$ cat src/cart_pkg.sv
// ==============================
// Shared types and constants for the cartridge loader
// Download addresses are byte offsets, one 16-bit word per beat
// Header bases exclude the copier header, add COPIER_HEADER_BYTES
// Size codes give masks of MASK_UNIT_BYTES shifted left by the code
// ==============================
package cart_pkg;

	// ==============================
	// Download stream

	// One download write
	typedef struct packed {
		logic [24:0] addr;
		logic [15:0] data;
	} dl_beat_t;

	// Header mode setting from the menu
	typedef enum logic [2:0] {
		hdr_auto    = 3'd0,
		hdr_none    = 3'd1,
		hdr_lorom   = 3'd2,
		hdr_hirom   = 3'd3,
		hdr_exhirom = 3'd4
	} header_mode_e;

	// ==============================
	// Detected cartridge and cheat codes

	// Region 1 means PAL
	typedef struct packed {
		logic [7:0]  rom_type;
		logic [23:0] rom_mask;
		logic [23:0] ram_mask;
		logic        region;
	} cart_info_t;

	// Fields arrive as low then high word each
	typedef struct packed {
		logic [31:0] flags;
		logic [31:0] address;
		logic [31:0] compare;
		logic [31:0] replace;
	} cheat_code_t;

	// Backup RAM sector sequencer
	typedef enum logic [1:0] {
		bk_idle,
		bk_request,
		bk_wait_release
	} bk_state_e;

	// ==============================
	// Header constants

	localparam int          COPIER_HEADER_BYTES = 512;
	localparam logic [3:0]  DEFAULT_ROM_SIZE    = 4'hC;
	localparam int          MASK_UNIT_BYTES     = 1024;
	localparam logic [24:0] LOROM_HDR_BASE      = 25'h000_7FD6;
	localparam logic [24:0] HIROM_HDR_BASE      = 25'h000_FFD6;
	localparam logic [24:0] EXHIROM_HDR_BASE    = 25'h040_FFD6;
	// RAM size byte sits after the ROM size byte
	localparam int          RAM_SIZE_OFFSET     = 2;

endpackage
$ cat src/cart_loader_top.sv
// ==============================
// Cartridge loading top level
// Download stream cannot be stalled, every dl_wr is taken
// dl_is_code selects cheat words, otherwise the beat is cartridge data
// cheat_clear is registered, one cycle behind its cause
// ==============================
`timescale 1ns/1ps

module cart_loader_top #(
	parameter int SECTOR_BYTES_LOG2 = 9
) (
	input  logic                   clk_sys,
	input  logic                   reset,
	input  cart_pkg::dl_beat_t     dl_beat,
	input  logic                   dl_wr,
	input  logic                   dl_active,
	input  logic                   dl_is_code,
	input  cart_pkg::header_mode_e header_mode,
	input  logic                   bk_load,
	input  logic                   bk_save,
	input  logic                   img_mounted,
	input  logic                   img_readonly,
	input  logic                   img_nonempty,
	input  logic                   sd_ack,
	output cart_pkg::cart_info_t   cart_info,
	output cart_pkg::cheat_code_t  cheat_code,
	output logic                   cheat_valid,
	output logic                   cheat_clear,
	output logic                   sd_rd,
	output logic                   sd_wr,
	output logic [31:0]            sd_lba,
	output logic                   bk_busy,
	output logic                   bk_loading
);

	logic cart_active;
	logic cart_wr;
	logic code_wr;

	// ==============================
	// Stream split

	assign cart_active = dl_active && !dl_is_code;
	assign cart_wr     = dl_wr && cart_active;
	assign code_wr     = dl_wr && dl_active && dl_is_code;

	// Old codes are dropped on a new cartridge or a new code list
	always_ff @(posedge clk_sys) begin
		if (!reset) begin
			cheat_clear <= 1'b0;
		end else begin
			cheat_clear <= cart_active || (code_wr && dl_beat.addr == 25'd0);
		end
	end

	// ==============================
	// Blocks

	rom_header_parse u_header (
		.clk_sys     (clk_sys),
		.reset       (reset),
		.cart_wr     (cart_wr),
		.dl_beat     (dl_beat),
		.header_mode (header_mode),
		.cart_info   (cart_info)
	);

	cheat_code_loader u_cheat (
		.clk_sys     (clk_sys),
		.reset       (reset),
		.code_wr     (code_wr),
		.dl_beat     (dl_beat),
		.cheat_code  (cheat_code),
		.cheat_valid (cheat_valid)
	);

	backup_ram_sync #(
		.SECTOR_BYTES_LOG2 (SECTOR_BYTES_LOG2)
	) u_backup (
		.clk_sys      (clk_sys),
		.reset        (reset),
		.cart_active  (cart_active),
		.ram_mask     (cart_info.ram_mask),
		.bk_load      (bk_load),
		.bk_save      (bk_save),
		.img_mounted  (img_mounted),
		.img_readonly (img_readonly),
		.img_nonempty (img_nonempty),
		.sd_ack       (sd_ack),
		.sd_rd        (sd_rd),
		.sd_wr        (sd_wr),
		.sd_lba       (sd_lba),
		.bk_busy      (bk_busy),
		.bk_loading   (bk_loading)
	);

endmodule

$ cat src/backup_ram_sync.sv
// ==============================
// Backup RAM sector sequencer
// Storage side answers each request with an sd_ack pulse
// Request drops on the ack rise, next sector follows the ack fall
// Sector count comes from ram_mask, sampled at each ack fall
// Commands only act while idle and enabled
// ==============================
`timescale 1ns/1ps

module backup_ram_sync #(
	parameter int SECTOR_BYTES_LOG2 = 9
) (
	input  logic        clk_sys,
	input  logic        reset,
	input  logic        cart_active,
	input  logic [23:0] ram_mask,
	input  logic        bk_load,
	input  logic        bk_save,
	input  logic        img_mounted,
	input  logic        img_readonly,
	input  logic        img_nonempty,
	input  logic        sd_ack,
	output logic        sd_rd,
	output logic        sd_wr,
	output logic [31:0] sd_lba,
	output logic        bk_busy,
	output logic        bk_loading
);

	cart_pkg::bk_state_e state;

	logic        old_load;
	logic        old_save;
	logic        old_cart;
	logic        old_ack;
	logic        bk_enable;
	logic        load_rise;
	logic        save_rise;
	logic        auto_load;
	logic        ack_rise;
	logic        ack_fall;
	logic        start_read;
	logic        start_write;
	logic [23:0] last_lba;
	logic        last_sector;

	// ==============================
	// Edge detection and enable

	always_ff @(posedge clk_sys) begin
		if (!reset) begin
			old_load <= 1'b0;
			old_save <= 1'b0;
			old_cart <= 1'b0;
			old_ack  <= 1'b0;
		end else begin
			old_load <= bk_load;
			old_save <= bk_save;
			old_cart <= cart_active;
			old_ack  <= sd_ack;
		end
	end

	assign load_rise = bk_load && !old_load;
	assign save_rise = bk_save && !old_save;
	assign ack_rise  = sd_ack && !old_ack;
	assign ack_fall  = !sd_ack && old_ack;
	// Save image is mounted by the time the download ends
	assign auto_load = old_cart && !cart_active && img_nonempty;

	always_ff @(posedge clk_sys) begin
		if (!reset) begin
			bk_enable <= 1'b0;
		end else if (cart_active && !old_cart) begin
			bk_enable <= 1'b0;
		end else if (cart_active && img_mounted && !img_readonly) begin
			bk_enable <= |ram_mask;
		end
	end

	// Auto-load wins over a save in the same cycle
	assign start_read  = bk_enable && (load_rise || auto_load);
	assign start_write = bk_enable && save_rise && !start_read;

	assign last_lba    = ram_mask >> SECTOR_BYTES_LOG2;
	assign last_sector = (sd_lba >= {8'd0, last_lba});

	// ==============================
	// Sector FSM

	always_ff @(posedge clk_sys) begin
		if (!reset) begin
			state      <= cart_pkg::bk_idle;
			sd_rd      <= 1'b0;
			sd_wr      <= 1'b0;
			sd_lba     <= 32'd0;
			bk_loading <= 1'b0;
		end else begin
			case (state)
				cart_pkg::bk_idle: begin
					if (start_read || start_write) begin
						state      <= cart_pkg::bk_request;
						sd_lba     <= 32'd0;
						sd_rd      <= start_read;
						sd_wr      <= !start_read;
						bk_loading <= start_read;
					end
				end
				cart_pkg::bk_request: begin
					// Storage has taken the request
					if (ack_rise) begin
						sd_rd <= 1'b0;
						sd_wr <= 1'b0;
						state <= cart_pkg::bk_wait_release;
					end
				end
				cart_pkg::bk_wait_release: begin
					if (ack_fall) begin
						if (last_sector) begin
							state      <= cart_pkg::bk_idle;
							bk_loading <= 1'b0;
						end else begin
							sd_lba <= sd_lba + 32'd1;
							sd_rd  <= bk_loading;
							sd_wr  <= !bk_loading;
							state  <= cart_pkg::bk_request;
						end
					end
				end
				default: state <= cart_pkg::bk_idle;
			endcase
		end
	end

	assign bk_busy = (state != cart_pkg::bk_idle);

endmodule

$ cat src/cheat_code_loader.sv
// ==============================
// Cheat code assembly from eight download words
// Word at low nibble 14 completes the code
// Odd byte addresses are ignored
// ==============================
`timescale 1ns/1ps

module cheat_code_loader (
	input  logic                  clk_sys,
	input  logic                  reset,
	input  logic                  code_wr,
	input  cart_pkg::dl_beat_t    dl_beat,
	output cart_pkg::cheat_code_t cheat_code,
	output logic                  cheat_valid
);

	logic [127:0] code_bits;
	logic [1:0]   field_sel;
	logic         half_sel;
	logic [6:0]   word_lsb;
	logic         last_word;

	// Field order is flags, address, compare, replace from the top down
	assign field_sel = dl_beat.addr[3:2];
	assign half_sel  = dl_beat.addr[1];
	assign word_lsb  = {~field_sel, half_sel, 4'b0000};
	assign last_word = (dl_beat.addr[3:0] == 4'd14);

	always_ff @(posedge clk_sys) begin
		if (code_wr && !dl_beat.addr[0]) begin
			code_bits[word_lsb +: 16] <= dl_beat.data;
		end
	end

	// One-cycle strobe after the last word
	always_ff @(posedge clk_sys) begin
		if (!reset) begin
			cheat_valid <= 1'b0;
		end else begin
			cheat_valid <= code_wr && last_word;
		end
	end

	assign cheat_code = cart_pkg::cheat_code_t'(code_bits);

endmodule

$ cat src/rom_header_parse.sv
// ==============================
// Cartridge header detection from the download stream
// Only beats with cart_wr set are looked at
// Internal header is used in LoROM, HiROM and ExHiROM modes only
// Masks follow the registered size codes one cycle after the beat
// ==============================
`timescale 1ns/1ps

module rom_header_parse (
	input  logic                   clk_sys,
	input  logic                   reset,
	input  logic                   cart_wr,
	input  cart_pkg::dl_beat_t     dl_beat,
	input  cart_pkg::header_mode_e header_mode,
	output cart_pkg::cart_info_t   cart_info
);

	localparam logic [23:0] MASK_UNIT = 24'(cart_pkg::MASK_UNIT_BYTES);

	logic [3:0]  rom_size;
	logic [3:0]  ram_size;
	logic [7:0]  rom_type;
	logic        region;
	logic        int_hdr_en;
	logic [24:0] int_hdr_base;
	logic [24:0] rom_size_addr;
	logic [24:0] ram_size_addr;

	// ==============================
	// Internal header location

	always_comb begin
		int_hdr_en = 1'b1;
		case (header_mode)
			cart_pkg::hdr_lorom:   int_hdr_base = cart_pkg::LOROM_HDR_BASE;
			cart_pkg::hdr_hirom:   int_hdr_base = cart_pkg::HIROM_HDR_BASE;
			cart_pkg::hdr_exhirom: int_hdr_base = cart_pkg::EXHIROM_HDR_BASE;
			default: begin
				int_hdr_en   = 1'b0;
				int_hdr_base = '0;
			end
		endcase
	end

	// Image carries the copier header in front
	assign rom_size_addr = int_hdr_base + 25'(cart_pkg::COPIER_HEADER_BYTES);
	assign ram_size_addr = rom_size_addr + 25'(cart_pkg::RAM_SIZE_OFFSET);

	// ==============================
	// Size, type and region

	always_ff @(posedge clk_sys) begin
		if (!reset) begin
			rom_size <= cart_pkg::DEFAULT_ROM_SIZE;
			ram_size <= 4'd0;
			rom_type <= 8'd0;
			region   <= 1'b0;
		end else if (cart_wr) begin
			if (dl_beat.addr == 25'd0) begin
				rom_size <= cart_pkg::DEFAULT_ROM_SIZE;
				ram_size <= 4'd0;
				// Size word only trusted in auto mode
				if (header_mode == cart_pkg::hdr_auto && dl_beat.data[7:0] != 8'd0) begin
					{ram_size, rom_size} <= dl_beat.data[7:0];
				end
				case (header_mode)
					cart_pkg::hdr_none:    rom_type <= 8'd0;
					cart_pkg::hdr_lorom:   rom_type <= 8'd0;
					cart_pkg::hdr_hirom:   rom_type <= 8'd1;
					cart_pkg::hdr_exhirom: rom_type <= 8'd2;
					default:               rom_type <= dl_beat.data[15:8];
				endcase
			end
			if (dl_beat.addr == 25'd2) begin
				region <= dl_beat.data[8];
			end
			if (int_hdr_en && dl_beat.addr == rom_size_addr) begin
				rom_size <= dl_beat.data[11:8];
			end
			if (int_hdr_en && dl_beat.addr == ram_size_addr) begin
				ram_size <= dl_beat.data[3:0];
			end
		end
	end

	// ==============================
	// Published info

	always_comb begin
		cart_info.rom_type = rom_type;
		cart_info.rom_mask = (MASK_UNIT << rom_size) - 24'd1;
		// No backup RAM for size code 0
		cart_info.ram_mask = (ram_size == 4'd0) ? 24'd0 : (MASK_UNIT << ram_size) - 24'd1;
		cart_info.region   = region;
	end

endmodule

$ cat config.mk
export PLATFORM = sky130hd
export DESIGN_NAME = cart_loader_top
export DESIGN_NICKNAME = d
export VERILOG_FILES = /design/src/cart_pkg.sv /design/src/cart_loader_top.sv /design/src/backup_ram_sync.sv /design/src/cheat_code_loader.sv /design/src/rom_header_parse.sv
export SDC_FILE = /design/constraint.sdc
export NUM_CORES = 1
export LEC_CHECK = 0
export BUFFER_PORTS_ARGS = -buffer_cell sky130_fd_sc_hd__buf_4
export CORE_AREA = 2 2 137 139
export CTS_CLUSTER_DIAMETER = 100
export DETAILED_ROUTE_END_ITERATION = 10
export DIE_AREA = 0 0 139 141
export GPL_ROUTABILITY_DRIVEN = 0
export PLACE_DENSITY = 0.83
export RECOVER_POWER = 100
export SYNTH_ARGS = -nofsm -noshare
export SYNTH_HDL_FRONTEND = slang
export SYNTH_SLANG_ARGS = --single-unit
$ cat constraint.sdc
create_clock -name clk_sys -period 4.7 [get_ports clk_sys]
set_input_delay 0.705 -clock clk_sys [delete_from_list [all_inputs] [get_ports clk_sys]]
set_output_delay 0.705 -clock clk_sys [all_outputs]
set_load 0.05 [all_outputs]
==> summary.md <==
| Metric | Value |
|---|---|
| Status | `complete, but fails checks` |
| Failing checks | `capacitance limit, slew limit` |
| Largest net degree at the start of global routing | `31` |
| Final Hold Viols | `0` |
| CTS Sinks | `~190` |
| Initial antenna violation count | `0` |
| Static Leak | `3.57 nW` |
| Vias post-DR | `between 7000 and 8000` |
| Initial Util | `48.6%` |
| Fillers | `roughly 1700` |
| Post-placement worst setup slack | `around 390 ps` |
| RSZ-0062 raised after global routing | `no` |
| Later-pin clock latency in the skew report | `440 ps` |
| Top FF cell, synth | `edfxtp_1` |
| HPWL after DPL | `18.1 mm` |
| Vias per Instance | `between 5 and 6` |
| Clock transition at path regs | `70 ps` |
| Clock Path Buffers | `2` |
| Number of flops mapped to enable cells by yosys | `128` |
| HP Class | `register to register` |
| Setup ws final | `between 300 and 400 ps` |
| Area Overhead vs Synth | `20.8%` |
| Area after DPL | `11000 µm²` |
| Synthesized area per cell | `around 11 µm²` |
| Yosys reg bits | `189` |
| Gr usage total | `25.3%` |
| Final Util | `roughly 59%` |
| Area leader, netlist | `edfxtp_1` |
| Final Skew | `~11 ps` |
| Synth area leaders | `edfxtp_1 43%, dfxtp_1 14%, and2_1 9.0%, ha_1 3.5%, nand2_1 2.5%` |
| CP endpoint kind | `register` |
| # DRC | `0` |
| Fraction of layout cells with a size suffix above 1 | `about a tenth` |
| Crit Path Max Fanout | `28` |
| CTS tree | `built` |
| Worst Max-Slew Pin Slew | `~2300 ps` |
| Fin area | `about 11000 µm²` |
| Final setup viols | `0` |
| Diodes inserted | `0` |
| Number of CTS-inserted buffers | `17` |
| Fin crit period | `4390 ps` |
| Post-CTS Resized | `0` |
| Max Freq | `228 MHz` |
| Vias in the first global route | `6746` |
| Max Slew Vio Count | `68` |
| Post-CTS setup buffers | `0` |
| Period utilization | `between 90% and 100%` |
| PortBufs | `267` |
| Die Span Y | `about 140 µm` |
| First-pass GRT wire length | `38.2 mm` |
| Setup slack, reg-to-reg | `around 310 ps` |
| RR Startpoint | `u_header.ram_size[2]` |
| Drt first-iter violations | `483` |
| Die area | `19600 µm²` |
| DR WL/cell | `~19 µm` |
| Post-synthesis instance area | `8870 µm²` |
| Rel. slew slack | `-52.7%` |
| Ys Warns | `0` |
| Net total in the final layout | `1142` |
| Post-synth ARST share | `0%` |
| Final wirelength | `25.5 mm` |
| Core area | `18300 µm²` |
| Peak supply drop | `0.000260 V` |
| Hold-fix buffers at CTS | `0` |
| Setup TNS | `0 ps` |
| Area share of the largest cell type after synthesis | `43.3%` |
| Commonest non-fill, non-tap cell in the layout | `clkbuf_1` |
| Crit path launch | `u_header.ram_size[2]` |
| WS Path Type | `register to register` |
| I/O pin count | `around 280` |
| Startpoint types | `register` |
| Maxcap violations | `4` |
| Grt ovf | `0` |
| Commonest non-fill, non-tap cells in the layout | `219 x clkbuf_1, 128 x edfxtp_1, 104 x and2_0, 61 x dfxtp_1, 60 x nand2_1` |
| CP arrival | `4730 ps` |
| Sequential-to-total area share from yosys stat | `between 50 and 60%` |
| Unique cell type count in the Yosys netlist | `64` |
| H-tree lvl count | `4` |
| R2r worst-path depth | `13` |
| Clock Tree Root | `clkbuf_16` |
| Pre-Repair DR Iteration Count | `5` |
| Synth Instances | `826` |
| CP required | `between 5000 and 6000 ps` |
| # rows | `50` |
| ANT nets after route | `0` |
| Die W | `between 100 and 150 µm` |
| Worst setup path end | `u_backup.sd_rd` |
| Pwr/cell area | `about 320 nW/µm²` |
| RR Endpoint | `u_backup.sd_rd` |
==> cell type report <==
class | count | area, µm² | share of cell area [%]
clock buffers | 17 | 425 | 3.97
clock inverters | 15 | 173 | 1.61
inverters | 29 | 109 | 1.02
multi-input cells | 549 | 3410 | 31.8
flip-flops and latches | 189 | 5060 | 47.3
well taps | 234 | 293 | 2.73
repair buffers | 276 | 1250 | 11.6
==> metal layers <==
metal	GRT usage, %	part of all wire, %
met1	32.0	40
met2	44.0	50
met3	4.93	8.2
met4	8.56	2.2
met5	0	0
==> Yosys cell counts, types with 2 or more instances <==
| library cell | n |
|---|---|
| and2_1 | 127 |
| a221oi_1 | 3 |
| nand2_1 | 60 |
| nor3_1 | 27 |
| nor2_1 | 39 |
| clkinv_1 | 2 |
| nand3b_1 | 3 |
| nand4b_1 | 2 |
| o311ai_0 | 2 |
| buf_4 | 21 |
| and3_1 | 19 |
| dfxtp_1 | 61 |
| o21a_1 | 5 |
| nor4_1 | 19 |
| o211ai_1 | 2 |
| edfxtp_1 | 128 |
| or4_1 | 12 |
| or2_2 | 3 |
| and3b_2 | 2 |
| o211a_1 | 2 |
| ha_1 | 25 |
| mux2i_1 | 7 |
| a21o_1 | 4 |
| inv_1 | 27 |
| nand4_1 | 16 |
| a31oi_1 | 4 |
| a21oi_1 | 33 |
| nand2b_1 | 11 |
| or3_1 | 2 |
| nor2b_1 | 11 |
| clkbuf_1 | 42 |
| a211oi_1 | 11 |
| o31a_1 | 2 |
| nor3b_1 | 5 |
| buf_2 | 3 |
| o21ai_0 | 25 |
| nand3_1 | 23 |
| a211o_1 | 2 |
| or3b_2 | 2 |
| xnor2_1 | 2 |
| o31ai_1 | 7 |
==> state kept, by name (all words and copies together) (netlist names) <==
name and count:
u_backup.state 2, u_cheat.cheat_code 128, u_backup.sd_lba 32, u_header.ram_size 4, u_backup.old_ack 1, u_backup.old_save 1
u_cheat.cheat_valid 1, u_header.rom_type 8, u_backup.bk_loading 1, u_header.region 1, u_backup.sd_wr 1, u_header.rom_size 4
cheat_clear 1, u_backup.old_cart 1, u_backup.sd_rd 1, u_backup.old_load 1, u_backup.bk_enable 1
==> critical path, cell delays in order, from the launching register on <==
cell and delay (ps):
dfxtp_1 410, nor2_1 250, inv_1 120, nor2_1 240
inv_1 70, ha_1 250, or4b_2 640, and2_1 180
ha_1 300, o211a_1 130, o311ai_1 400, a31oi_2 500
or4_1 660, o211a_1 140
==> how the worst min path moves through the flow <==
stage | from | endpoint | slack (ps) | cells past startpoint
6_report | u_header.rom_type[3] | u_header.rom_type[3] | 460 | 2
5_1_grt | bk_save | u_backup.old_save | 470 | 2
4_1_cts | u_header.rom_type[3] | u_header.rom_type[3] | 460 | 2
3_5_place_dp | u_header.rom_type[3] | u_header.rom_type[3] | 450 | 2
3_3_place_gp | u_header.rom_type[3] | u_header.rom_type[3] | 440 | 2
2_1_floorplan | u_header.region | u_header.region | 460 | 2
==> per-stage QoR <==
| step | cells | hold WS, ps | total power, mW |
|---|---|---|---|
| floorplan | 835 | 462 | 1.94 |
| global placement | 1277 | 440 | 2.03 |
| detailed placement | 1277 | 454 | 2.04 |
| CTS | 1309 | 463 | 3.47 |
| global route | 1309 | 469 | 3.54 |
| finish | 1309 | 460 | 3.45 |
==> cells by family (layout without fill, tap and decap cells) <==
family	after synthesis	count (layout)	synth area share (%)
AOI/OAI and AO/OA	114	114	8.29
and+or+nand+nor	390	390	24.9
xor gates and xnor gates	3	3	0.296
DFF	189	189	57.1
muxes	7	7	0.790
other	1	10	0.0423
buffers and inverters	97	337	5.12
adders and majority gates	25	25	3.52
==> power by group <==
group	total [mW]	switching, mW	internal (mW)
Combinational	0.217	0.154	0.0632
Sequential	1.77	0.00311	1.77
Clock	1.46	0.698	0.760
Total	3.45	0.855	2.59
Power figures use the tool's default switching activity.
